## config.mk

```make
export PLATFORM = sky130hd
export DESIGN_NAME = reg_file
export DESIGN_NICKNAME = d
export VERILOG_FILES = /design/src/verilog/mem_pkg.sv /design/src/verilog/reg_file.sv
export SDC_FILE = /design/constraint.sdc
export NUM_CORES = 1
export LEC_CHECK = 0
export BUFFER_PORTS_ARGS = -buffer_cell sky130_fd_sc_hd__buf_4
export CAP_MARGIN = 20
export CORE_UTILIZATION = 50
export CTS_CLUSTER_SIZE = 28
export DETAILED_ROUTE_END_ITERATION = 10
export GPL_TIMING_DRIVEN = 0
export HOLD_SLACK_MARGIN = 0.03
export PLACE_DENSITY = 0.63
export RECOVER_POWER = 25
export REMOVE_ABC_BUFFERS = 1
export SYNTH_ARGS = -nofsm -noshare
export SYNTH_HDL_FRONTEND = slang
export SYNTH_SLANG_ARGS = --single-unit
```

## constraint.sdc

```tcl
create_clock -name clk -period 5.3 [get_ports clk]
set_input_delay 0.53 -clock clk [delete_from_list [all_inputs] [get_ports clk]]
set_output_delay 0.53 -clock clk [all_outputs]
set_load 0.005 [all_outputs]
```

## src/verilog/mem_pkg.sv

```systemverilog
package mem_pkg;

	// Bus and register width.
	localparam int data_width = 32;

	// Access width codes. Any unlisted code acts as a word.
	localparam logic [1:0] width_byte = 2'd0;
	localparam logic [1:0] width_half = 2'd1;
	localparam logic [1:0] width_word = 2'd2;

	localparam logic [1:0] cache_op_inval = 2'd0; // Invalidate one icache line.

	localparam logic [3:0] bytesel_all = 4'b1111;

endpackage
```

## src/verilog/reg_file.sv

```systemverilog
`timescale 1ns/1ps

module reg_file import mem_pkg::*; (
	input  logic                  clk,
	input  logic                  rst,
	input  logic                  wr_en,
	input  logic [3:0]            wr_sel,
	input  logic [data_width-1:0] wr_val,
	input  logic [3:0]            rd_sel,
	output logic [data_width-1:0] rd_val
);

	logic [data_width-1:0] regs [16];

	always_ff @(posedge clk) begin
		if (rst) begin
			for (int i = 0; i < 16; i++)
				regs[i] <= '0;
		end else if (wr_en) begin
			regs[wr_sel] <= wr_val;
		end
	end

	assign rd_val = regs[rd_sel]; // No write-through.

endmodule

```

==> results of run 1 <==
-- logic make-up after synthesis --
group,share of synthesized area
AO/OA/AOI/OAI,0.0210
AND/OR/NAND/NOR,0.159
buffers and inverters,0.0220
flip-flops,0.672
multiplexers,0.126
-- final cells by class --
class,instances,area [um2],area share
antenna,2,5.00,0.000192
clock buffer,70,1480,0.0565
clock inverter,25,173,0.00662
multi-input combinational,779,7000,0.268
sequential,512,15400,0.589
tap,600,751,0.0288
timing repair buffer,117,1320,0.0506
-- where the power goes --
group          total, uW  leakage (uW)  switching (uW)  internal (uW)
clock               3590      0.000806            1550           2040
combinational        694       0.00331             384            311
sequential          4740       0.00488            56.2           4680
total               9030       0.00900            1990           7040
-- metrics by stage --
step	instance area [um2]	setup slack [ps]	cells	total power, uW	hold slack (ps)
finish	26100	1210	2105	9030	323
global route	26100	1050	2103	9300	324
global placement	23700	-1270	1965	5470	917
detailed placement	24600	1820	2002	5530	923
CTS	26200	1860	2097	9080	298
floorplan	22400	2410	1291	5130	728
-- worst paths after layout --
check                      start           end  slack (ps)  depth (start not counted)
worst max-delay path         rst  regs[14][28]        1210                          6
worst min-delay path  wr_val[17]   regs[2][17]         320                          2
-- cell usage after synthesis --
master,n,area share
a22oi_1,64,0.021
and2_1,481,0.13
and2_2,32,0.010
buf_1,4,0.00066
buf_2,16,0.0035
buf_4,2,0.00066
clkbuf_1,97,0.016
clkbuf_2,6,0.0013
edfxtp_1,512,0.67
mux4_2,128,0.13
nand2_1,33,0.0054
nand2b_1,2,0.00055
nand4b_1,1,0.00038
nand4bb_1,2,0.00098
nor2_1,10,0.0016
nor2_4,3,0.0015
nor2b_1,2,0.00055
nor3_1,2,0.00044
nor3_2,1,0.00044
nor3_4,1,0.00071
or2_2,16,0.0044
or4b_4,1,0.00060
-- layer usage --
layer / up-vias / routed length (um)
met5: - / 11
met4: 2 / 1230
met3: 84 / 4050
met2: 469 / 25900
met1: 6373 / 26000
li1: 5333 / -
-- cell usage in the layout, fill, tap and decap left out, types with 23 or more instances in the layout --
master and instances:
a22oi_1 64, mux4_2 128, and2_2 33, edfxtp_1 512, nand2_1 33, and2_1 354
clkbuf_16 57, buf_4 71, and2_0 126, clkbuf_1 23
==> flow_summary.json, run 1 <==
{
  "dp_hpwl_um": 32200,
  "nNetsFinal": 1507,
  "grt_max_degree": 68,
  "required_ps": 5590,
  "hp-class": "input port to flop",
  "antenna_found_initial": 2,
  "postCtsResizedCells": 0,
  "top_register": "regs",
  "fmax_mhz": 245,
  "post_cts_buffers": 0,
  "io_buffers": 74,
  "route.detailed.wl_per_inst_um": 27.2,
  "fin_setup_tns_ps": 0,
  "reg_top3": "regs (512)",
  "drive_gt1_frac": 0.241,
  "core_um2": 45300,
  "gr-usage-met3": 0.0419,
  "viasPerCell": 5.82,
  "die_h_um": 216,
  "crit_family": "simple AND/OR/NAND/NOR gates",
  "vdd_drop_max_v": 0.000337,
  "cts_root_buf": "clkbuf_16",
  "max-slew-margin-rel": -0.241,
  "period_minus_slack_ps": 4090,
  "clk_path_buf_depth": 3,
  "syn_area_um2": 22900,
  "rsz0062_at_grt": "false",
  "path_clk_slew_ps": 60,
  "netlist_instances": 1416,
  "syn_to_final_growth_pct": 14.0,
  "cts_tree": "yes",
  "drv_cap": 9,
  "outcome": "finished with violations",
  "cts_htree_levels": 2,
  "drc": 0,
  "setup_viol": 0,
  "worstMarginPinSlew_ps": 1850,
  "synth_seq_cells": 512,
  "critical_path_arrival_ps": 4380,
  "final_antenna_net_count": 0,
  "maxSlewViolCount": 140,
  "die-area_um2": 46600,
  "wl_um": 57200,
  "grt_overflow": 0,
  "vias": 12300,
  "crit_type": "input port to flop",
  "row_count": 78,
  "crit_path_max_incr_delay_ps": 1090,
  "crit_path_end_kind": "flop",
  "cts_hold_buf": 0,
  "grt_use_met2": 0.375,
  "powerDensity_nw_per_um2": 346,
  "grt_pass1_vias": 12700,
  "cts_buffers": 54,
  "cp-start-kind": "input port",
  "fin_crit_sh": 0.772,
  "yosysWarnings": 0,
  "leakage_uw": 0.00900,
  "yosysSeqAreaShare": 0.672,
  "syn_area_per_cell_um2": 16.2,
  "cp_slowest_cell": "nor2_1",
  "first_iter_violations": 1286,
  "hold_viol": 0,
  "place_congestion": 0.684,
  "grt_pass1_wl_um": 84100,
  "crit_path_frequent_cell": "clkbuf_1",
  "use_met1": 0.383,
  "nFillCells": 3493,
  "synth.distinct_cells": 22,
  "dr.pass1.iters": 5,
  "grt_usage": 0.252,
  "crit_fanout": 20,
  "pin_count": 75,
  "largest_reg_flops": 512,
  "violations": "capacitance limit, slew limit",
  "busiest_layer": "met1",
  "post-route-util": 0.576,
  "cts_sinks": 512,
  "die_w_um": 216,
  "crit_chain": "clkbuf_1 -> nand4b_1 -> nor2_1 -> clkbuf_1 -> or2_2 -> buf_12",
  "crit_buf_inv": 3,
  "start_util": 0.506
}
No activity file was read; power rests on OpenSTA's default activity.
==> inputs of run 2 (changes only) <==
==> constraint.sdc (replaced) <==
create_clock -name clk -period 3.9 [get_ports clk]
set_input_delay 0.39 -clock clk [delete_from_list [all_inputs] [get_ports clk]]
set_output_delay 0.39 -clock clk [all_outputs]
set_load 0.005 [all_outputs]
==> run 2 against run 1 <==
The flow still finishes with violations (capacitance limit, slew limit). Count of clock-buffer cells in the layout unchanged. Utilization up 0.17 points. Die area did not move. Critical path depth did not move. Hold slack got worse by 140 ps. Final cell count is essentially flat. Sequential power up 36%. Global-route usage is the same. Critical path type unchanged. Highest routed layer unchanged.
==> flow_summary.json, run 2 (same netlist as run 1, synthesis figures left out) <==
{
  "io_buffers": 74,
  "fin_cells": 2104,
  "fmax_mhz": 298,
  "cp_slowest_cell": "nor2_1",
  "cp-start-kind": "input port",
  "grt_overflow": 0,
  "postCtsResizedCells": 0,
  "layout_commonest_cell": "edfxtp_1",
  "cts_hold_buf": 0,
  "die_h_um": 216,
  "maxSlewViolCount": 120,
  "powerDensity_nw_per_um2": 469,
  "leakage_uw": 0.00904,
  "dr.pass1.iters": 5,
  "cts_tree": "yes",
  "fin_crit_sh": 0.861,
  "design_area_um2": 26200,
  "crit_path_end_kind": "flop",
  "route.detailed.wl_per_inst_um": 27.2,
  "crit_fanout": 22,
  "hold_slack_ps": 185,
  "grt_max_degree": 68,
  "pin_count": 75,
  "crit_path_max_incr_delay_ps": 1240,
  "nFillCells": 3481,
  "drive_gt1_frac": 0.244,
  "antenna_found_initial": 2,
  "crit_type": "input port to flop",
  "crit_chain": "clkbuf_1 -> or4b_4 -> nor2_1 -> buf_16 -> or2_2 -> buf_12",
  "cts_buffers": 54,
  "drv_cap": 8,
  "cts_sinks": 512,
  "final_antenna_net_count": 0,
  "required_ps": 4190,
  "die-area_um2": 46600,
  "viasPerCell": 5.83,
  "hp-class": "input port to flop",
  "start_util": 0.506,
  "reg_top3": "regs (512)",
  "crit_family": "simple AND/OR/NAND/NOR gates",
  "clk_path_buf_depth": 3,
  "outcome": "finished with violations",
  "vias": 12300,
  "row_count": 78,
  "grt_pass1_vias": 12700,
  "fin_setup_tns_ps": 0,
  "drc": 0,
  "dp_hpwl_um": 32200,
  "top_register": "regs",
  "setup_viol": 0,
  "violations": "capacitance limit, slew limit",
  "path_clk_slew_ps": 60,
  "max-slew-margin-rel": -0.225,
  "critical_path_arrival_ps": 3640,
  "cts_htree_levels": 2,
  "post_cts_buffers": 0,
  "first_iter_violations": 1349,
  "nNetsFinal": 1507,
  "core_um2": 45300,
  "post-place-cells": 2002,
  "die_w_um": 216,
  "period_minus_slack_ps": 3360,
  "vdd_drop_max_v": 0.000455,
  "hold_viol": 0,
  "place_congestion": 0.684,
  "grt_pass1_wl_um": 84100,
  "crit_buf_inv": 3,
  "syn_to_final_growth_pct": 14.3,
  "placed_area_um2": 24600,
  "worstMarginPinSlew_ps": 1830,
  "grt_usage": 0.252,
  "largest_reg_flops": 512,
  "wl_um": 57200,
  "cts_root_buf": "clkbuf_16",
  "rsz0062_at_grt": "false",
  "layout_common_cells": "edfxtp_1 (512), and2_1 (360), mux4_2 (128), and2_0 (120), buf_4 (71)"
}
run 2: cell count changes in the layout (fill, tap and decap cells not counted), sizes merged:
cell    previous run  this run
buf              107       110
clkbuf            80        77
diode              2         1
run 2: path summary, 6_finish.rpt:
| path | slack [ps] | to | cells past startpoint | startpoint |
|---|---|---|---|---|
| max | 540 | regs[1][17] | 6 | rst |
| min | 180 | regs[2][17] | 2 | wr_val[17] |
run 2: layer usage:
| metal | share of wire | global-route usage | vias to the layer above |
|---|---|---|---|
| met1 | 0.45 | 0.383 | 6352 |
| met5 | 0.00019 | 0 | - |
| met4 | 0.022 | 0.0714 | 2 |
| met3 | 0.077 | 0.0419 | 84 |
| met2 | 0.45 | 0.375 | 509 |
| li1 | - | - | 5328 |
run 2: through the flow:
stage	worst slack (ps)	util	total power [uW]
6_report	542	0.578	12300
3_3_place_gp	-2530	0.523	7430
3_5_place_dp	560	0.542	7510
2_1_floorplan	1150	-	6970
4_1_cts	735	0.579	12300
5_1_grt	395	0.578	12600
run 2: final cells by class:
type,count,area (um2),share of cell area
sequential,512,15400,0.587
clock buffer,70,1480,0.0564
tap,600,751,0.0287
clock inverter,25,173,0.00660
timing repair buffer,117,1380,0.0529
antenna,1,2.50,0.0000956
multi-input combinational,779,7020,0.268
run 2: report_power, final:
group          internal (uW)  switching [uW]  leakage [uW]
Sequential              6360            76.3       0.00488
Clock                   2780            2100      0.000806
Combinational            424             522       0.00335
Total                   9560            2700       0.00904
==> inputs of run 3 (changes only) <==
--- a/config.mk
+++ b/config.mk
@@ -10,7 +10,6 @@
 export CORE_UTILIZATION = 50
 export CTS_CLUSTER_SIZE = 28
 export DETAILED_ROUTE_END_ITERATION = 10
-export GPL_TIMING_DRIVEN = 0
 export HOLD_SLACK_MARGIN = 0.03
 export PLACE_DENSITY = 0.63
 export RECOVER_POWER = 25
==> run 3 against run 2 <==
The flow still finishes with violations (capacitance limit, slew limit). Clock power decreased by 2%. Global-route usage increased by 0.59 points. Non-clock buffer count increased by 14. Critical path depth decreased by 1. Sequential power about the same. Maximum frequency increased by 8.0%. First-iteration DRC count decreased by 11%. Combinational power decreased by 0.8%.
==> flow_summary.json, run 3 (same netlist as run 1, synthesis figures left out) <==
{
  "layout_commonest_cell": "edfxtp_1",
  "crit_path_end_kind": "flop",
  "internal_power_uw": 9470,
  "hold_depth": 2,
  "fmax_mhz": 322,
  "powerDensity_nw_per_um2": 469,
  "vdd_drop_max_v": 0.000279,
  "leakage_uw": 0.00897,
  "dr.pass1.iters": 5,
  "outcome": "finished with violations",
  "period_minus_slack_ps": 3110,
  "antenna_found_initial": 7,
  "crit_fanout": 32,
  "place_congestion": 0.749,
  "max-slew-margin-rel": -0.553,
  "p_seq_frac": 0.531,
  "cts_hold_buf": 0,
  "hold_slack_ps": 177,
  "p_clk_frac": 0.392,
  "die_w_um": 216,
  "core_um2": 45300,
  "grt_usage": 0.257,
  "crit_type": "input port to flop",
  "dp_hpwl_um": 31800,
  "top_register": "regs",
  "drive_gt1_frac": 0.249,
  "layout_common_cells": "edfxtp_1 (512), and2_1 (398), mux4_2 (128), buf_4 (111), and2_0 (82)",
  "postCtsResizedCells": 0,
  "first_iter_violations": 1198,
  "maxSlewViolCount": 264,
  "die-area_um2": 46600,
  "drc": 0,
  "antenna_cells": 0,
  "setup_viol": 0,
  "fin_setup_tns_ps": 0,
  "grt_overflow": 0,
  "worstMarginPinSlew_ps": 2330,
  "cts_tree": "yes",
  "post_cts_buffers": 0,
  "final_antenna_net_count": 0,
  "viasPerCell": 5.84,
  "hp-class": "input port to flop",
  "io_buffers": 74,
  "fin_crit_sh": 0.798,
  "grt_max_degree": 54,
  "cts_buffers": 53,
  "cts_sinks": 512,
  "syn_to_final_growth_pct": 13.1,
  "wl_um": 58200,
  "critical_path_arrival_ps": 3570,
  "path_clk_slew_ps": 60,
  "route.detailed.wl_per_inst_um": 27.5,
  "reg_top3": "regs (512)",
  "pin_count": 75,
  "required_ps": 4360,
  "hold_viol": 0,
  "drv_cap": 8,
  "start_util": 0.506,
  "largest_reg_flops": 512,
  "switching_power_uw": 2670,
  "nNetsFinal": 1520,
  "grt_pass1_vias": 12800,
  "die_h_um": 216,
  "clk_path_buf_depth": 3,
  "cp-start-kind": "input port",
  "row_count": 78,
  "violations": "capacitance limit, slew limit",
  "cts_htree_levels": 2,
  "combPwrFrac": 0.077,
  "cts_root_buf": "clkbuf_16",
  "vias": 12300,
  "swShare": 0.220,
  "grt_pass1_wl_um": 85900,
  "rsz0062_at_grt": "false"
}
==> run 3: cell count changes in the layout (fill, tap and decap cells not counted), moves of 13 or more <==
cell    previous run  this run
buf_4             71       111
and2_0           120        82
and2_1           360       398
buf_12            21         8
==> run 3: area by class of cell <==
| cell class | count | area (um2) |
|---|---|---|
| fillers | 3564 | 19400 |
| multi-input cells | 779 | 7120 |
| clock buffers | 70 | 1430 |
| repair buffers | 131 | 1060 |
| clock inverters | 24 | 160 |
| well taps | 600 | 751 |
| flip-flops and latches | 512 | 15400 |
==> run 3: power by group through the flow <==
stage               combinational, uW  sequential [uW]  clock (uW)
finish                            938             6440        4760
global route                     1000             6470        5020
CTS                               954             6440        4830
detailed placement                951             6560           0
global placement                  941             6540           0
floorplan                         453             6520           0
==> run 3: per-stage QoR <==
step / power (uW) / cell area (um2) / utilization / setup WS [ps] / std cells
CTS: 12200 / 25900 / 0.573 / 1150 / 2116
global placement: 7480 / 24300 / 0.538 / 1180 / 2022
floorplan: 6970 / 22400 / - / 1150 / 1291
detailed placement: 7510 / 24300 / 0.538 / 1160 / 2022
global route: 12500 / 25900 / 0.572 / 688 / 2116
finish: 12100 / 25900 / 0.572 / 790 / 2116
==> run 3: path summary, 6_finish.rpt <==
check | start | to
min | wr_val[26] | regs[9][26]
max | rst | regs[1][15]
==> run 3: layer usage <==
metal / wire (um) / track usage / share of wire
met4: 1570 / 0.0770 / 0.027
met3: 4280 / 0.0402 / 0.074
met5: 26 / 0 / 0.00045
met2: 27600 / 0.408 / 0.47
met1: 24700 / 0.371 / 0.43
==> run 3: worst max-delay path, cell delays in order <==
cell,delay [ps]
clkbuf_1,290
or4b_1,780
nor2_4,150
clkbuf_1,1630
and2_1,310
