[config.mk]
export PLATFORM = sky130hd
export DESIGN_NAME = debug_port
export DESIGN_NICKNAME = d
export VERILOG_FILES = /design/src/verilog/mem_pkg.sv /design/src/verilog/debug_port.sv
export SDC_FILE = /design/constraint.sdc
export NUM_CORES = 1
export LEC_CHECK = 0
export BUFFER_PORTS_ARGS = -buffer_cell sky130_fd_sc_hd__buf_2
export CORE_ASPECT_RATIO = 1.1
export CORE_MARGIN = 5
export CORE_UTILIZATION = 43
export CTS_BUF_LIST = sky130_fd_sc_hd__clkbuf_8
export DETAILED_ROUTE_END_ITERATION = 12
export PLACE_DENSITY_LB_ADDON = 0.08
export SLEW_MARGIN = 20
export SYNTH_ARGS = -nofsm -noshare
export SYNTH_HDL_FRONTEND = slang
export SYNTH_SLANG_ARGS = --single-unit
[constraint.sdc]
create_clock -name clk -period 2.29 [get_ports clk]
set_input_delay 0.458 -clock clk [delete_from_list [all_inputs] [get_ports clk]]
set_output_delay 0.458 -clock clk [all_outputs]
set_load 0.03 [all_outputs]
[src/verilog/mem_pkg.sv]
package mem_pkg;

	// Bus and register width.
	localparam int data_width = 32;

	// Access width codes. Any unlisted code acts as a word.
	localparam logic [1:0] width_byte = 2'd0;
	localparam logic [1:0] width_half = 2'd1;
	localparam logic [1:0] width_word = 2'd2;

	localparam logic [1:0] cache_op_inval = 2'd0; // Invalidate one icache line.

	localparam logic [3:0] bytesel_all = 4'b1111;

endpackage
[src/verilog/debug_port.sv]
`timescale 1ns/1ps

module debug_port import mem_pkg::*; (
	input  logic                  clk,
	input  logic                  rst,
	input  logic                  dbg_req,
	input  logic                  dbg_wr,
	input  logic [data_width-1:0] dbg_addr,
	input  logic [1:0]            dbg_width,
	input  logic [data_width-1:0] dbg_wdata,
	input  logic [data_width-1:0] dbg_rd_val,
	input  logic                  dbg_compl,
	output logic                  dbg_ack,
	output logic [data_width-1:0] dbg_rdata,
	output logic                  dbg_en,
	output logic                  dbg_access,
	output logic                  dbg_wr_en,
	output logic [data_width-1:0] dbg_addr_out,
	output logic [1:0]            dbg_width_out,
	output logic [data_width-1:0] dbg_wr_val
);

	localparam logic [1:0] st_idle    = 2'd0;
	localparam logic [1:0] st_access  = 2'd1;
	localparam logic [1:0] st_ack     = 2'd2;
	localparam logic [1:0] st_release = 2'd3;

	logic [1:0] state;

	assign dbg_en     = state != st_idle; // Holds the bus across the whole transfer.
	assign dbg_access = state == st_access;
	assign dbg_ack    = state == st_ack;

	always_ff @(posedge clk) begin
		if (rst) begin
			state <= st_idle;
		end else begin
			case (state)
			st_idle:    if (dbg_req) state <= st_access;
			st_access:  if (dbg_compl) state <= st_ack;
			st_ack:     if (!dbg_req) state <= st_release;
			default:    state <= st_idle;
			endcase
		end
	end

	// Request fields and read data.
	always_ff @(posedge clk) begin
		if (state == st_idle && dbg_req) begin
			dbg_wr_en     <= dbg_wr;
			dbg_addr_out  <= dbg_addr;
			dbg_width_out <= dbg_width;
			dbg_wr_val    <= dbg_wdata;
		end
		if (state == st_access && dbg_compl)
			dbg_rdata <= dbg_rd_val;
	end

	a_ack_after_req: assert property (@(posedge clk) disable iff (rst)
		$rose(dbg_ack) |-> dbg_req)
		else $error("dbg_ack raised without a request");

endmodule

==> out/metrics.cfg, run 1 <==
[run_status]
status=finished, final reports clean

[critical_path]
regToRegStartpoint=state[0]
worstSetupStartpoint=state[0]
crit_path_frequent_cell=inv_1
crit_path_max_fanout=3
crit_end=dbg_en
reg2regPathDepth=4
slowest_delay_ps=370
critical_path_arrival_ps=1310
critPathKind=flip-flop to output pin
cp_cell_sequence=inv_1, ha_1, inv_1, buf_2
reg2reg_slack_ps=630
end_kind=output pin
cp.required_ps=1830
slowest_stage=dfxtp_1
cp-start-kind=flip-flop
worst_r2r_endpoint=dbg_wr_val[24]

[die]
die_w_um=91.7
start_util=0.445
die-area_sq_um=9160
core_sq_um=7090
rows=32
ioPinCount=205
fp.dieH_um=99.9

[cells_and_area]
drive_above_1_share=0.656
fin_nets=442
final_core_util=0.635
area_delta_synth_final_pct=42.5
n_antenna_cell=0
final_cell_area_sq_um=4500

[pwr]
p_per_area_nw_per_um2=1200
seq_power_share=0.491
p_leak_nw=1.93
power_switching_mw=1.92
power.share.clock=0.199
sw_frac_of_total=0.358
p_comb_frac=0.310
p_int_mw=3.45
vdd_drop_max_uv=809

[yosys]
yosys-mux-area-fraction=0.00317
syn_inst=119
synthSimpleGateAreaFrac=0.0166
synth.avg_cell_area_sq_um=26.5
synth_top_family_by_area=simple AND/OR/NAND/NOR gates
yosys-top-cells-area=edfxtp_1, dfxtp_1, ha_1
synth_xor_area_frac=0
synth_cell_types=15
netlist_area_sq_um=3160
synthAdderAreaFrac=0.0119
ys_ff_latch=101
yosysSeqAreaShare=0.954
netlist.area_leader.share=0.942
synth_nets=225
ys_warn_count=0
synth_area_leader_cell=edfxtp_1
synth_compound_area_frac=0.0103

[global_routing]
grt_max_degree=58
use_met2=0.264
grtUsageMet3=0.0720
busiest_layer=met2
grt.overflow.total=0
antenna_found_initial=0
grt_pass1_vias=1939
grt_pass1_wl_um=10500
grtUsageTotal=0.156
gr-usage-met1=0.165

[routing]
post_drt_wl_per_cell_um=17.3
drc=0
drtAntennaViolNets=0
drt_iter0_drc=47
via_per_inst=4.60
via_count=1953
first_pass_iters=4
routed_wl_um=7350

[clocking]
clkSlewWorstSetupHoldPaths_ps=100
clock_sinks=101
cts_max_level=3
clock_latency_ps=350
post_cts_buffers=0
cts-buffers-inserted=9
cts_root_buffer=clkbuf_8
cts_hold_buf=0
clockBufferDepth=2
post_cts_resized=0
cts_tree=built

[sta]
slew_headroom=0.747
rsz0062_at_grt=no
fin_skew_ps=8.65
fin_crit_ps=1770
worstMarginPinSlew_ps=379
setup_viol=0
drv_slew=0
fmax_mhz=564
hold_viol_final=0
setup-tns-final_ps=0
setup_slack_ps=517
min_period_over_period=0.774
whs_ps=274

[worst_hold_path]
worstHoldPathCells=1
hp-class=input port to flip-flop

[placement]
dp.final_hpwl_um=5730
gp_congestion=0.689
port_buffers=204
post-place-ws_ps=663
placed_cell_area_sq_um=4310

[run]
max_cap_violations=0

## per-stage QoR
stage | power [mW] | cells
2_1_floorplan | 3.80 | 119
3_3_place_gp | 4.35 | 410
3_5_place_dp | 4.37 | 410
4_1_cts | 5.43 | 425
5_1_grt | 5.62 | 425
6_report | 5.38 | 425
## power by group through the flow
stage               logic [mW]  clock network (mW)  registers [mW]
finish                    1.67                1.07            2.64
global route              1.75                1.18            2.68
CTS                       1.69                1.10            2.65
detailed placement        1.69                   0            2.69
global placement          1.67                   0            2.68
floorplan                0.366                   0            3.44
## synth_stat cells
cell and instances:
and2_1 1, nand2_1 1, nand3_1 1, nand2b_4 1, ha_1 3, edfxtp_1 99, a41oi_1 1, a21o_1 2
dfxtp_1 2, nand3b_1 1, nand4b_1 1, mux2i_1 1, inv_1 3, and2_2 1, a21oi_2 1
## worst max-delay path: cells and delay by family (launching register included)
family     cells  cell delay [ps]
buf+inv        3              380
fa+ha+maj      1              220
flops          1              370
## sequential cells by signal, indices dropped and copies added (netlist names)
signal and flops:
state 2, dbg_wr_en 1, dbg_addr_out 32, dbg_width_out 2, dbg_wr_val 32, dbg_rdata 32
## worst min-delay path by stage
| stage | startpoint | end | slack [ps] |
|---|---|---|---|
| after floorplan | state[0] | state[0] | 500 |
| after global placement | state[0] | state[0] | 520 |
| final | dbg_wdata[28] | dbg_wr_val[28] | 270 |
| after global routing | dbg_width[0] | dbg_width_out[0] | 240 |
| after CTS | dbg_addr[4] | dbg_addr_out[4] | 250 |
| after detailed placement | state[0] | state[0] | 550 |
## cells in the final DEF (no fill, tap or decap), drive strengths merged
cell type  netlist  routed
buf              0     206
edfxtp          99      99
clkbuf           0       9
inv              3       4
ha               3       3
clkinv           0       3
a21o             2       2
dfxtp            2       2
and2             2       2
nand2b           1       1
mux2i            1       1
nand3            1       1
a21oi            1       1
nand3b           1       1
nand4b           1       1
nand2            1       1
a41oi            1       1
bufinv           0       1
clkinvlp         0       1
## cells by family after synthesis
group,after synthesis
compound gates,4
buf+inv,3
flops,101
mux,1
simple gates,7
fa+ha+maj,3
## routing by layer
metal / part of all wire / up-vias
met5: 0 / -
met4: 0.014 / 0
met3: 0.13 / 8
met2: 0.51 / 123
met1: 0.34 / 919
li1: - / 903
## layout make-up
type                            count  area (sq um)
Clock buffer                        9           124
Clock inverter                      6          63.8
Fill cell                         527          2590
Inverter                            3          11.3
Multi-Input combinational cell     15           133
Sequential cell                   101          3010
Tap cell                           85           106
Timing Repair Buffer              206          1050
No activity file was read; power rests on OpenSTA's default activity.
==> inputs of run 2 (changes only) <==
==> constraint.sdc (replaced) <==
create_clock -name clk -period 1.7 [get_ports clk]
set_input_delay 0.34 -clock clk [delete_from_list [all_inputs] [get_ports clk]]
set_output_delay 0.34 -clock clk [all_outputs]
set_load 0.03 [all_outputs]
==> run 2 against run 1 <==
  * Critical path depth unchanged
  * Register-to-register slack got worse by 380 ps
  * Clock skew decreased by 1.9 ps
  * Hold slack got worse by 110 ps
  * Highest routed layer unchanged
  * Global-route usage is 0.29 points lower
==> out/metrics.cfg, run 2 (synthesis gave the netlist of run 1 again) <==
[run_status]
status=finished, final reports clean

[critical_path]
critical_path.top_delay_family=buffers and inverters
slowest_delay_ps=350
end_kind=output pin
cp-start-kind=flip-flop
crit_buf_inv=3
cp.required_ps=1360
cp_cell_sequence=inv_1, ha_1, inv_1, clkbuf_4
crit_path_frequent_cell=inv_1
slowest_stage=dfxtp_2
critical_path_arrival_ps=1270
critPathKind=flip-flop to output pin
crit_path_max_fanout=3

[cells_and_area]
fin_nets=443
final_common_cell=buf_2
top_regs=dbg_addr_out (32), dbg_rdata (32), dbg_wr_val (32)
area_delta_synth_final_pct=42.8
layout_common_cells=buf_2, edfxtp_1, clkbuf_8
stdcell_count=427
drive_above_1_share=0.661
n_antenna_cell=0
fillCellCount=559

[pwr]
vdd_drop_max_uv=933
sw_frac_of_total=0.362
power_switching_mw=2.59
p_leak_nw=1.93
power.share.clock=0.179
seq_power_share=0.498
p_int_mw=4.57
p_per_area_nw_per_um2=1590
p_comb_frac=0.323

[global_routing]
grt_pass1_vias=1992
antenna_found_initial=0
grtUsageTotal=0.153
grt_pass1_wl_um=10400
grt.overflow.total=0
grt_max_degree=33

[die]
die-area_sq_um=9160
die_w_um=91.7
rows=32
fp.dieH_um=99.9
core_sq_um=7090
start_util=0.445
ioPinCount=205

[sta]
drv_slew=0
setup-tns-final_ps=0
rsz0062_at_grt=no
setup_viol=0
slew_headroom=0.731
hold_viol_final=0
worstMarginPinSlew_ps=403
fmax_mhz=620
min_period_over_period=0.948
fin_skew_ps=6.71
fin_crit_ps=1610

[clocking]
clkSlewWorstSetupHoldPaths_ps=90
cts_root_buffer=clkbuf_8
clock_sinks=101
cts-buffers-inserted=9
cts_tree=built
clockBufferDepth=2
cts_max_level=3
clock_latency_ps=340
post_cts_buffers=0

[routing]
first_pass_iters=4
via_per_inst=4.52
post_drt_wl_per_cell_um=17.1
drt_iter0_drc=55
routed_wl_um=7300
via_count=1930
drc=0
drtAntennaViolNets=0

[run]
max_cap_violations=0

[placement]
dp_cells=411
port_buffers=204
dp.final_hpwl_um=5860
gp_congestion=0.742

[worst_hold_path]
hp-class=input port to flip-flop

## run 2: cell types whose count changed in the layout (fill, tap and decap cells not counted), sizes merged
cell	change
clkinv	-2
inv	+2
clkbuf	+1
clkinvlp	+2
bufinv	-1
## run 2: area by class of cell
cell class                 instances  area (sq um)  area share
clock inverter                     7          43.8     0.00972
inverter                           3          11.3     0.00250
timing repair buffer             207          1070       0.238
sequential                       101          3010       0.669
multi-input combinational         15           136      0.0303
tap                               85           106      0.0236
clock buffer                       9           124      0.0275
## run 2: metal layers
metal	track usage	part of all wire	up-vias
met1	0.159	0.33	884
met2	0.259	0.51	121
met4	0.0777	0.027	0
met3	0.0720	0.13	15
li1	-	-	910
met5	0	0	-
## run 2: worst paths after layout
kind                                startpoint       endpoint  slack (ps)  cells after the start
worst min register to register        state[0]       state[0]         530                      2
worst max register to register        state[1]  dbg_rdata[28]         250                      3
worst max-delay path                  state[0]         dbg_en          90                      4
worst min-delay path            dbg_rd_val[29]  dbg_rdata[29]         160                      1
## run 2: metrics by stage
step	hold WS (ps)	worst slack (ps)	power [mW]	instance area [sq um]	util
4_1_cts	142	30.2	7.23	4500	0.635
3_5_place_dp	518	230	5.95	4340	0.612
6_report	164	88.3	7.15	4510	0.636
5_1_grt	136	4.19	7.48	4510	0.636
2_1_floorplan	402	157	5.12	3160	-
3_3_place_gp	516	276	5.91	4340	0.612
## run 2: power by group through the flow
| stage | Clock, mW | Combinational [mW] | Sequential [mW] |
|---|---|---|---|
| after floorplan | 0 | 0.508 | 4.62 |
| after global placement | 0 | 2.30 | 3.61 |
| after detailed placement | 0 | 2.33 | 3.62 |
| after CTS | 1.33 | 2.33 | 3.57 |
| after global routing | 1.44 | 2.43 | 3.61 |
| final | 1.28 | 2.31 | 3.56 |
## run 2: what timing repair did
item	CTS	global route
setup endpoints to repair	0	1
hold buffers	0	0
resized for setup	0	2
## run 2: worst register-to-register path: stages, from the launching register on
cell and delay (ps):
dfxtp_1 320, inv_1 100, ha_1 250, and2_4 440
==> inputs of run 3 (changes only) <==
--- a/config.mk
+++ b/config.mk
@@ -11,6 +11,7 @@
 export CORE_UTILIZATION = 43
 export CTS_BUF_LIST = sky130_fd_sc_hd__clkbuf_8
 export DETAILED_ROUTE_END_ITERATION = 12
+export GPL_TIMING_DRIVEN = 0
 export PLACE_DENSITY_LB_ADDON = 0.08
 export SLEW_MARGIN = 20
 export SYNTH_ARGS = -nofsm -noshare
==> run 3 against run 2 <==
  * Clock power increased by 23%
  * Hold slack got worse by 5.0 ps
  * Critical endpoint unchanged
  * Largest power group unchanged
  * Die area unchanged
  * Routed wire length decreased by 1.7%
==> out/metrics.cfg, run 3 (synthesis gave the netlist of run 1 again) <==
[run_status]
status=finished, final reports clean

[pwr]
power.share.clock=0.214
power_switching_mw=2.58
power_mw=7.39
p_comb_frac=0.306
p_leak_nw=1.94
seq_power_share=0.480
p_int_mw=4.81
p_per_area_nw_per_um2=1640
sw_frac_of_total=0.349
vdd_drop_max_uv=1000

[die]
die-area_sq_um=9160
ioPinCount=205
fp.dieH_um=99.9
die_w_um=91.7
core_sq_um=7090
rows=32
start_util=0.445

[sta]
worstMarginPinSlew_ps=464
setup_viol=0
slew_headroom=0.691
rsz0062_at_grt=yes
drv_slew=0
fin_crit_ps=1630
whs_ps=159
fin_skew_ps=5.91
fmax_mhz=613
hold_viol_final=0
min_period_over_period=0.960

[global_routing]
grt_pass1_wl_um=10500
grt_max_degree=35
gr-usage-met1=0.147
grtUsageMet3=0.0712
busiest_layer=met2
use_met2=0.265
grtUsageTotal=0.153
antenna_found_initial=0
grt.overflow.total=0
grt_pass1_vias=1998

[cells_and_area]
top_regs=dbg_addr_out (32), dbg_rdata (32), dbg_wr_val (32)
fin_nets=441
final_common_cell=buf_2
multi_input_area_sq_um=148
layout_common_cells=buf_2, edfxtp_1, clkbuf_8
drive_above_1_share=0.665
n_antenna_cell=0
fillCellCount=558
area_delta_synth_final_pct=43.2
regArea_sq_um=3010

[critical_path]
crit_path_max_fanout=4
critPathKind=flip-flop to output pin
cp.required_ps=1360
end_kind=output pin
reg2reg_slack_ps=190
cp-start-kind=flip-flop
critical_path_arrival_ps=1290

[clocking]
clkSlewWorstSetupHoldPaths_ps=90
cts_root_buffer=clkbuf_8
clockBufferDepth=2
clock_sinks=101
clock_latency_ps=350
post_cts_buffers=0
cts_tree=built
cts_max_level=3
cts-buffers-inserted=9

[placement]
dp.final_hpwl_um=5420
port_buffers=204
gp_congestion=0.767

[routing]
drt_iter0_drc=84
via_per_inst=4.61
via_count=1961
first_pass_iters=4
drtAntennaViolNets=0
post_drt_wl_per_cell_um=16.9
routed_wl_um=7180
drc=0

[worst_hold_path]
hp-class=input port to flip-flop

[run]
max_cap_violations=0

run 3: cell count changes in the layout (fill, tap and decap cells not counted), sizes merged:
cell and change:
clkinv +1, and2 +1, clkinvlp -2, inv -1, buf -3, bufinv +2
run 3: final cells by class:
class | instances | share of cell area
clock buffers | 9 | 0.0274
flip-flops and latches | 101 | 0.667
multi-input cells | 16 | 0.0327
repair buffers | 204 | 0.227
clock inverters | 7 | 0.0199
inverters | 3 | 0.00249
well taps | 85 | 0.0235
run 3: per-stage QoR:
step / cells / util / setup WS [ps] / setup TNS (ps) / area [sq um]
detailed placement: 408 / 0.605 / -99.0 / -3650 / 4290
CTS: 425 / 0.637 / 38.4 / 0 / 4520
global placement: 408 / 0.605 / -50.7 / -1490 / 4290
floorplan: 119 / - / 157 / 0 / 3160
finish: 425 / 0.638 / 67.9 / 0 / 4520
global route: 425 / 0.638 / -14.2 / -14.2 / 4520
run 3: repair_timing:
| item | in CTS | in global routing |
|---|---|---|
| gates cloned | 1 | 0 |
| hold endpoints to repair | 0 | 0 |
| pin swaps | 1 | 0 |
| setup endpoints to repair | 69 | 2 |
| gates resized for setup | 3 | 2 |
| hold buffers | 0 | 0 |
run 3: critical path, cell delays in order (launching register included):
cell and delay, ps:
dfxtp_2 330, inv_1 110, ha_2 240, inv_1 90, buf_4 170
run 3: power groups by stage:
stage	Sequential (mW)	Combinational [mW]	Clock, mW
floorplan	4.62	0.508	0
global placement	3.60	2.21	0
detailed placement	3.61	2.24	0
CTS	3.55	2.29	1.63
global route	3.60	2.40	1.74
finish	3.54	2.26	1.58
run 3: path summary, 6_finish.rpt:
path / end / cells past startpoint / start
hold / removal: state[1] / 2 / rst
setup / recovery: dbg_en / 4 / state[0]
setup reg to reg: state[0] / 5 / state[0]
hold reg to reg: state[0] / 2 / state[0]
run 3: metal layers:
metal | share of wire | routed length, um
met5 | 0 | 0
met2 | 0.52 | 3700
met1 | 0.32 | 2330
met3 | 0.13 | 918
met4 | 0.032 | 230
