**src/verilog/mem_pkg.sv**
```systemverilog
package mem_pkg;

	// Bus and register width.
	localparam int data_width = 32;

	// Access width codes. Any unlisted code acts as a word.
	localparam logic [1:0] width_byte = 2'd0;
	localparam logic [1:0] width_half = 2'd1;
	localparam logic [1:0] width_word = 2'd2;

	localparam logic [1:0] cache_op_inval = 2'd0; // Invalidate one icache line.

	localparam logic [3:0] bytesel_all = 4'b1111;

endpackage
```
**src/verilog/mem_stage.sv**
```systemverilog
`timescale 1ns/1ps

module mem_stage import mem_pkg::*; #(
	parameter int icache_idx_bits = 6
) (
	input  logic                       clk,
	input  logic                       rst,
	input  logic                       load,
	input  logic                       store,
	input  logic [data_width-1:0]      addr,
	input  logic [data_width-1:0]      mdr,
	input  logic                       mem_wr_en,
	input  logic [1:0]                 width,
	input  logic [data_width-1:0]      wr_val,
	input  logic                       update_rd,
	input  logic [3:0]                 rd_sel,
	input  logic                       dbg_en,
	input  logic                       dbg_access,
	input  logic                       dbg_wr_en,
	input  logic [data_width-1:0]      dbg_addr,
	input  logic [1:0]                 dbg_width,
	input  logic [data_width-1:0]      dbg_wr_val,
	input  logic                       cache_instr,
	input  logic [1:0]                 cache_op,
	input  logic [data_width-1:0]      d_data,
	input  logic                       d_ack,
	input  logic                       d_error,
	output logic [data_width-1:0]      reg_wr_val,
	output logic                       update_rd_out,
	output logic [3:0]                 rd_sel_out,
	output logic                       complete,
	output logic                       data_abort,
	output logic [data_width-3:0]      d_addr,
	output logic [3:0]                 d_bytesel,
	output logic                       d_wr_en,
	output logic [data_width-1:0]      d_wr_val,
	output logic                       d_access,
	output logic [data_width-1:0]      dbg_rd_val,
	output logic                       dbg_compl,
	output logic                       busy,
	output logic                       i_inval,
	output logic [icache_idx_bits-1:0] i_idx
);

	logic [data_width-1:0] wr_data;
	logic [1:0]            byte_addr;
	logic [1:0]            mem_width;
	logic [data_width-1:0] mem_rd_val;
	logic                  mem_complete;
	logic                  cache_complete;
	logic                  mem_update_rd;
	logic [3:0]            mem_rd;
	logic                  update_rd_bypass;
	logic [3:0]            rd_sel_bypass;
	logic [data_width-1:0] wr_val_bypass;

	// Debug controller owns the bus while dbg_en is high.
	assign wr_data   = dbg_en ? dbg_wr_val : mdr;
	assign byte_addr = dbg_en ? dbg_addr[1:0] : addr[1:0];
	assign mem_width = dbg_en ? dbg_width : width;
	assign d_addr    = dbg_en ? dbg_addr[data_width-1:2] : addr[data_width-1:2];
	assign d_wr_en   = dbg_en ? dbg_wr_en : mem_wr_en;
	assign d_access  = dbg_en ? dbg_access : (load | store);

	assign mem_complete = d_ack | d_error;
	assign complete     = mem_complete | cache_complete;
	assign data_abort   = d_error;
	assign dbg_rd_val   = mem_rd_val;
	assign dbg_compl    = mem_complete;

	// Loads take the writeback port over the bypassed register-only result.
	assign reg_wr_val    = mem_complete ? mem_rd_val : wr_val_bypass;
	assign rd_sel_out    = mem_complete ? mem_rd : rd_sel_bypass;
	assign update_rd_out = mem_complete ? (mem_update_rd & ~dbg_en & ~d_error) :
		update_rd_bypass;

	assign busy = load | store | update_rd_out;

	assign i_inval = cache_instr && (cache_op == cache_op_inval);
	assign i_idx   = addr[icache_idx_bits-1:0];

	// Lane placement for writes, lane extraction with zero fill for reads.
	always_comb begin
		case (mem_width)
		width_half: begin
			d_bytesel  = 4'b0011 << {byte_addr[1], 1'b0};
			d_wr_val   = wr_data << {byte_addr[1], 4'b0000};
			mem_rd_val = {16'b0, d_data[{byte_addr[1], 4'b0000} +: 16]};
		end
		width_byte: begin
			d_bytesel  = 4'b0001 << byte_addr;
			d_wr_val   = wr_data << {byte_addr, 3'b000};
			mem_rd_val = {24'b0, d_data[{byte_addr, 3'b000} +: 8]};
		end
		default: begin
			d_bytesel  = bytesel_all;
			d_wr_val   = wr_data;
			mem_rd_val = d_data;
		end
		endcase
	end

	always_ff @(posedge clk) begin
		if (rst) begin
			update_rd_bypass <= 1'b0;
			mem_update_rd    <= 1'b0;
			cache_complete   <= 1'b0;
		end else begin
			update_rd_bypass <= update_rd;
			cache_complete   <= cache_instr; // Cache ops finish a cycle later.
			if (load || store)
				mem_update_rd <= load;
		end
	end

	always_ff @(posedge clk) begin
		wr_val_bypass <= wr_val;
		rd_sel_bypass <= rd_sel;
		if (load)
			mem_rd <= rd_sel; // Destination held for the whole access.
	end

	a_load_store_excl: assert property (@(posedge clk) disable iff (rst) !(load && store))
		else $error("load and store both high");

endmodule

```
**config.mk**
```make
export PLATFORM = sky130hd
export DESIGN_NAME = mem_stage
export DESIGN_NICKNAME = d
export VERILOG_FILES = /design/src/verilog/mem_pkg.sv /design/src/verilog/mem_stage.sv
export SDC_FILE = /design/constraint.sdc
export NUM_CORES = 1
export LEC_CHECK = 0
export BUFFER_PORTS_ARGS = -buffer_cell sky130_fd_sc_hd__buf_2
export CORE_AREA = 10 10 132 134
export DETAILED_ROUTE_END_ITERATION = 8
export DIE_AREA = 0 0 142 144
export GPL_TIMING_DRIVEN = 0
export SYNTH_ARGS = -nofsm -noshare
export SYNTH_HDL_FRONTEND = slang
export SYNTH_SLANG_ARGS = --single-unit
```
**constraint.sdc**
```tcl
create_clock -name clk -period 3.1 [get_ports clk]
set_clock_uncertainty 0.05 [all_clocks]
set_input_delay 0.155 -clock clk [delete_from_list [all_inputs] [get_ports clk]]
set_output_delay 0.155 -clock clk [all_outputs]
set_load 0.02 [all_outputs]
```
==> flow_metrics.py, run 1 <==
metrics = {
    "status": {
        "status": "finished clean",
    },
    "logic_synthesis": {
        "syn_nets": 613,
        "synthArstFlopShare": 0,
        "synth_cells": 399,
        "yosys_warnings": 0,
        "yosysMostFrequentCell": "mux2_2",
        "ys_seq_area_frac": 0.255,
        "synth_compound_area_frac": 0.178,
        "synth_top_area_share": 0.221,
        "synth_fa_ha_area_frac": 0,
        "yosys.area.top_type": "dfxtp_1",
        "syn_area_sq_mm": 0.00353,
        "synth-simple-area-share": 0.177,
        "avgSynthCellArea_sq_um": 8.84,
        "synth_common_cells": "mux2_2 (57), mux2i_1 (43), nor2_1 (41)",
        "synth_mux_area_frac": 0.308,
        "synth-edff-count": 4,
        "synth_cell_types": 38,
        "synthFlopType": "dfxtp_1",
        "yosys_register_bits": 43,
        "synth_xor_area_frac": 0,
        "synth_top_family_by_area": "multiplexers",
        "synthTopCellsByArea": "dfxtp_1 (22%), mux2_2 (18%), mux2i_1 (12%)",
    },
    "clocking": {
        "clock_path_buffers": 2,
        "cts.clk_slew.worst_paths_ns": 0.06,
        "clock_sinks": 43,
        "cts_tree": "yes",
        "cts_repair_resize_count": 0,
        "clkLatencyLatePin_ns": 0.29,
        "hold_buffers": 36,
        "root_buffer": "clkbuf_16",
        "post-cts-setup-buffer-count": 0,
        "cts_made_buffers": 5,
        "htree_levels": 2,
    },
    "setup_path": {
        "arrival_ns": 2.08,
        "crit_start": "dbg_en",
        "cp_slowest_cell": "a2111oi_0",
        "critPathMaxFanout": 10,
        "worstPathRequired_ns": 2.89,
        "critPathKind": "primary input to primary output",
        "r2r-end": "mem_update_rd",
        "critical_path.endpoint_type": "primary output",
        "cp-start-kind": "primary input",
        "rr_startpoint": "mem_update_rd",
        "crit_family": "compound AO/OA/AOI/OAI gates",
        "cpMostUsedCell": "buf_6",
        "rrSetupSlack_ns": 2.47,
        "cpPeakStageDelay_ns": 0.65,
        "crit_chain": "buf_6 -> buf_6 -> nor2_1 -> a221oi_1 -> a2111oi_0 -> o41a_1 -> buf_2",
        "crit_buf_inv": 3,
        "reg2reg_depth": 2,
    },
    "power_and_ir_drop": {
        "comb_power_share": 0.459,
        "p_leak_nw": 3.23,
        "intPower_w": 0.00150,
        "power.density_mw_per_mm2": 388,
        "swShare": 0.369,
        "power_frac_clock": 0.289,
        "power_frac_seq": 0.252,
        "power.net_switching_w": 0.000876,
        "irDropWorstVdd_v": 0.000356,
    },
    "global_routing": {
        "antenna_found_initial": 2,
        "first_global_vias": 5189,
        "grt.overflow.total": 0,
        "grt_first_pass_wirelength_mm": 31.4,
        "grt_max_degree": 15,
        "grt_usage": 0.198,
    },
    "sta": {
        "maxSlewViolCount": 0,
        "fin_crit_ns": 2.29,
        "worst_pin_slew_ns": 0.705,
        "tns_ns": 0,
        "finalCritPeriodShare": 0.739,
        "relSlewSlack": 0.518,
        "rsz0062_at_grt": "no",
        "finalHoldViolCount": 0,
        "whs_ns": 0.00851,
        "fmax_ghz": 0.437,
        "setup_violations": 0,
    },
    "route": {
        "routed_wl_mm": 22.0,
        "viasPerCell": 4.88,
        "ant_nets": 0,
        "first_iter_violations": 234,
        "routedWlPerCell_um": 22.2,
        "vias": 4853,
        "drc": 0,
        "dr.pass1.iters": 5,
    },
    "floorplanning": {
        "dieArea_sq_mm": 0.0204,
        "die_w_um": 142,
        "core_area_sq_mm": 0.0149,
        "io_pins": 362,
        "rows": 45,
        "die_h_um": 144,
        "initial_utilization": 0.237,
    },
    "cells_and_area": {
        "multiInputGateArea_sq_mm": 0.00234,
        "drive_above_1_share": 0.573,
        "areaGrowthSynthToFinish_pct": 73.6,
        "regArea_sq_um": 901,
        "final_cell_count_no_fill": 994,
        "final_core_util": 0.412,
        "fill_cells": 1581,
        "nets": 1016,
    },
    "job": {
        "maxCapViolCount": 0,
    },
    "worst_hold_path": {
        "whs_path_depth": 2,
        "holdCritPathClass": "primary input to flop",
        "hold_end": "cache_complete",
        "min_from": "rst",
    },
    "place": {
        "place_congestion": 0.879,
        "dp_hpwl_mm": 19.0,
        "dp_cells": 947,
        "io_buffers": 360,
    },
}
-- routing by layer --
layer  up-vias  part of all wire  track usage
met5         -                 0            0
met4         0             0.015       0.0527
met3        23              0.11       0.0712
met2       285              0.51        0.359
met1      2244              0.36        0.212
li1       2301                 -            -
-- stage by stage --
step / area [sq um] / setup WS (ns) / power (W)
6_report: 6120 / 0.811 / 0.00238
5_1_grt: 6120 / 0.548 / 0.00250
4_1_cts: 6120 / 0.787 / 0.00240
3_5_place_dp: 5560 / 0.785 / 0.00167
3_3_place_gp: 5560 / 0.819 / 0.00167
2_1_floorplan: 3530 / 1.07 / 0.00122
-- cell type report --
type	instances	area share
inverters	16	0.00981
clock inverters	3	0.0110
plain buffers	40	0.0372
flip-flops and latches	43	0.147
diodes	3	0.00123
repair buffers	396	0.353
multi-input cells	300	0.382
well taps	188	0.0384
clock buffers	5	0.0204
-- cell families (layout without fill, tap and decap cells) --
kind of cell | Yosys count | count (layout)
AOI/OAI and AO/OA | 79 | 79
DFF | 43 | 43
other | 0 | 3
muxes | 101 | 101
and+or+nand+nor | 120 | 120
buffers and inverters | 56 | 460
-- registers in the layout, indices dropped and copies added (netlist names) --
| register | cells |
|---|---|
| mem_update_rd | 1 |
| update_rd_bypass | 1 |
| rd_sel_bypass | 4 |
| wr_val_bypass | 32 |
| mem_rd | 4 |
| cache_complete | 1 |
-- worst register-to-register path, stage by stage, from the launching register on --
cell	delay (ns)
dfxtp_1	0.31
a21oi_1	0.12
nor2_1	0.05
-- layout by cell type, fill, tap and decap left out, types with 6 or more instances in the layout --
cell / instances
inv_1: 14
mux2i_1: 43
and2_1: 13
o22ai_1: 8
dlygate4sd3_1: 36
a32oi_1: 8
buf_4: 9
clkbuf_1: 11
a21oi_1: 21
and3_1: 12
buf_2: 371
a221oi_1: 15
a222oi_1: 8
o41a_1: 8
a2111oi_0: 8
nor3_1: 6
or3_1: 18
nand2_1: 13
dfxtp_1: 39
nor2_1: 41
mux2_2: 57
-- how the worst max path moves through the flow --
stage	slack, ns	end	cells after the start
global route	0.55	reg_wr_val[5]	7
finish	0.81	reg_wr_val[7]	7
global placement	0.82	reg_wr_val[0]	7
floorplan	1.07	d_wr_val[30]	7
CTS	0.79	reg_wr_val[0]	7
detailed placement	0.79	reg_wr_val[0]	7
-- power by group through the flow --
stage                     combinational, W  sequential [W]  clock, W
after floorplan                   0.000605        0.000610         0
after global placement             0.00105        0.000611         0
after detailed placement           0.00106        0.000612         0
after CTS                          0.00110        0.000600  0.000700
after global routing               0.00117        0.000602  0.000722
final                              0.00109        0.000600  0.000686
Note: power is estimated with default switching activity, not from simulation.
==> run 2, diff against run 1 <==
Settings changed: ABC_AREA set to 1, CORE_AREA 10 10 132 134 to 10 10 131 133, DIE_AREA 0 0 142 144 to 0 0 141 143.
Clock period 3.1 ns to 1.9 ns, I/O delays scaled along.
==> run 2 against run 1 <==
  * Total power rose by 66%
  * Worst hold slack better by 0.058 ns
  * Non-clock buffer count rose by 8
  * Critical path depth is 3 higher
  * Sequential power increased by 64%
  * Synthesized area rose by 12%
  * Via count grew 22%
  * Highest routed layer is now met5
==> flow_metrics.py, run 2 <==
metrics = {
    "status": {
        "status": "finished clean",
    },
    "logic_synthesis": {
        "ys_seq_area_frac": 0.228,
        "synth_mux_area_frac": 0.0203,
        "yosys_warnings": 0,
        "yosys_register_bits": 43,
        "synth_top_area_share": 0.341,
        "synth_xor_area_frac": 0,
        "yosys.area.top_type": "nand2_1",
        "synth_top_family_by_area": "simple AND/OR/NAND/NOR gates",
        "syn_area_sq_mm": 0.00395,
        "synthArstFlopShare": 0,
        "synth_common_cells": "nand2_1 (358), inv_1 (62), nor2_1 (54)",
        "synthTopCellsByArea": "nand2_1 (34%), dfxtp_1 (20%), inv_1 (5.9%)",
        "synth_cells": 710,
        "synth-edff-count": 4,
        "synth_fa_ha_area_frac": 0,
        "avgSynthCellArea_sq_um": 5.56,
        "syn_nets": 924,
        "synth-simple-area-share": 0.547,
        "synth_cell_types": 31,
        "yosysMostFrequentCell": "nand2_1",
        "synth_compound_area_frac": 0.0713,
        "synthFlopType": "dfxtp_1",
    },
    "global_routing": {
        "grt.overflow.total": 0,
        "grt_usage": 0.210,
        "grt_first_pass_wirelength_mm": 33.7,
        "first_global_vias": 5873,
        "antenna_found_initial": 1,
        "grt_max_degree": 15,
    },
    "cells_and_area": {
        "final_common_cell": "buf_2",
        "insertedDiodeCount": 0,
        "final_cell_count_no_fill": 1303,
        "most-common-layout-cells": "buf_2 (371), nand2_1 (358), inv_1 (62)",
        "drive_above_1_share": 0.401,
        "multiInputGateArea_sq_mm": 0.00253,
        "fill_cells": 1536,
        "regArea_sq_um": 901,
        "largest-register": "wr_val_bypass",
        "largest_reg_flops": 32,
        "largestRegisters": "wr_val_bypass x32, mem_rd x4, rd_sel_bypass x4",
        "nets": 1332,
        "areaGrowthSynthToFinish_pct": 66.6,
    },
    "place": {
        "place_congestion": 0.886,
        "io_buffers": 361,
        "place_ws_ns": -0.149,
        "dp_cells": 1255,
        "dp_hpwl_mm": 19.3,
    },
    "clocking": {
        "clock_sinks": 43,
        "cts_tree": "yes",
        "clkLatencyLatePin_ns": 0.29,
        "clock_path_buffers": 2,
        "htree_levels": 2,
        "cts_made_buffers": 5,
        "cts.clk_slew.worst_paths_ns": 0.06,
        "root_buffer": "clkbuf_16",
    },
    "floorplanning": {
        "core_area_sq_mm": 0.0144,
        "die_h_um": 143,
        "rows": 44,
        "initial_utilization": 0.274,
        "io_pins": 362,
        "die_w_um": 141,
        "dieArea_sq_mm": 0.0202,
    },
    "setup_path": {
        "rrSetupSlack_ns": 1.26,
        "cp-start-kind": "primary input",
        "arrival_ns": 1.64,
        "worstPathRequired_ns": 1.75,
        "critical_path.endpoint_type": "primary output",
        "critPathKind": "primary input to primary output",
        "critPathMaxFanout": 10,
    },
    "route": {
        "ant_nets": 0,
        "viasPerCell": 4.54,
        "first_iter_violations": 390,
        "routedWlPerCell_um": 17.7,
        "vias": 5921,
        "routed_wl_mm": 23.0,
        "dr.pass1.iters": 5,
        "drc": 0,
    },
    "sta": {
        "worst_pin_slew_ns": 0.518,
        "maxSlewViolCount": 0,
        "finalHoldViolCount": 0,
        "fin_crit_ns": 1.79,
        "finalCritPeriodShare": 0.941,
        "relSlewSlack": 0.655,
        "finalWorstSetupSlack_ns": 0.113,
        "fmax_ghz": 0.559,
        "setup_violations": 0,
        "rsz0062_at_grt": "no",
    },
    "power_and_ir_drop": {
        "power.density_mw_per_mm2": 599,
        "power_frac_seq": 0.249,
        "power.net_switching_w": 0.00164,
        "p_leak_nw": 4.07,
        "comb_power_share": 0.498,
        "swShare": 0.416,
        "intPower_w": 0.00230,
        "irDropWorstVdd_v": 0.000754,
        "power_frac_clock": 0.252,
    },
    "worst_hold_path": {
        "holdCritPathClass": "primary input to flop",
    },
    "job": {
        "maxCapViolCount": 0,
    },
}
[run 2: final timing paths]
| kind | startpoint | endpoint | cells after the start |
|---|---|---|---|
| worst min register to register | mem_update_rd | mem_update_rd | 2 |
| worst min-delay path | load | mem_rd[1] | 1 |
| worst max register to register | mem_update_rd | mem_update_rd | 2 |
| worst max-delay path | dbg_en | d_wr_val[14] | 10 |
[run 2: layer usage]
layer | up-vias | wire, um | global-route usage
li1 | 2986 | - | -
met1 | 2610 | 8500 | 0.224
met2 | 300 | 11600 | 0.381
met3 | 23 | 2520 | 0.0816
met4 | 2 | 327 | 0.0500
met5 | - | 18 | 0
[run 2: power groups by stage]
stage | sequential, W | combinational [W] | clock, W
CTS | 0.000980 | 0.00197 | 0.00100
floorplan | 0.000997 | 0.00111 | 0
detailed placement | 0.00100 | 0.00190 | 0
global route | 0.000983 | 0.00215 | 0.00104
finish | 0.000981 | 0.00196 | 0.000994
global placement | 0.00100 | 0.00189 | 0
[run 2: critical path: stages]
cell and delay, ns:
buf_2 0.13, buf_6 0.15, nand2_1 0.08, nand2_2 0.08, buf_6 0.16, buf_6 0.15
nor2_2 0.37, nand2_1 0.10, nand2_1 0.12, buf_2 0.20
[run 2: area by class of cell]
type / instances / area share
tap: 184 / 0.0350
clock buffer: 5 / 0.0190
clock inverter: 3 / 0.00666
multi-input combinational: 559 / 0.386
timing repair buffer: 401 / 0.335
inverter: 65 / 0.0375
sequential: 43 / 0.137
buffer: 43 / 0.0440
[run 2: logic make-up (layout without fill, tap and decap cells)]
kind of cell,after synthesis,in the layout
AO/OA/AOI/OAI,47,47
buffers and inverters,108,517
flip-flops,43,43
multiplexers,8,8
AND/OR/NAND/NOR,504,504
[run 2: what timing repair did]
| action | CTS | global route |
|---|---|---|
| setup buffers | 0 | 1 |
| gates resized for setup | 2 | 8 |
| hold endpoints to repair | 43 | 0 |
| setup endpoints to repair | 45 | 28 |
| hold buffers | 39 | 0 |
| pin swaps | 0 | 1 |
[run 2: through the flow]
stage	hold WS [ns]	instance area, sq um	setup TNS, ns	util	total power, W
detailed placement	0.149	5980	-2.96	0.415	0.00290
finish	0.0667	6580	0	0.456	0.00394
floorplan	0.0727	3950	0	-	0.00210
CTS	0.0706	6550	0	0.454	0.00395
global route	0.0803	6580	0	0.456	0.00417
global placement	0.147	5980	-2.34	0.415	0.00289
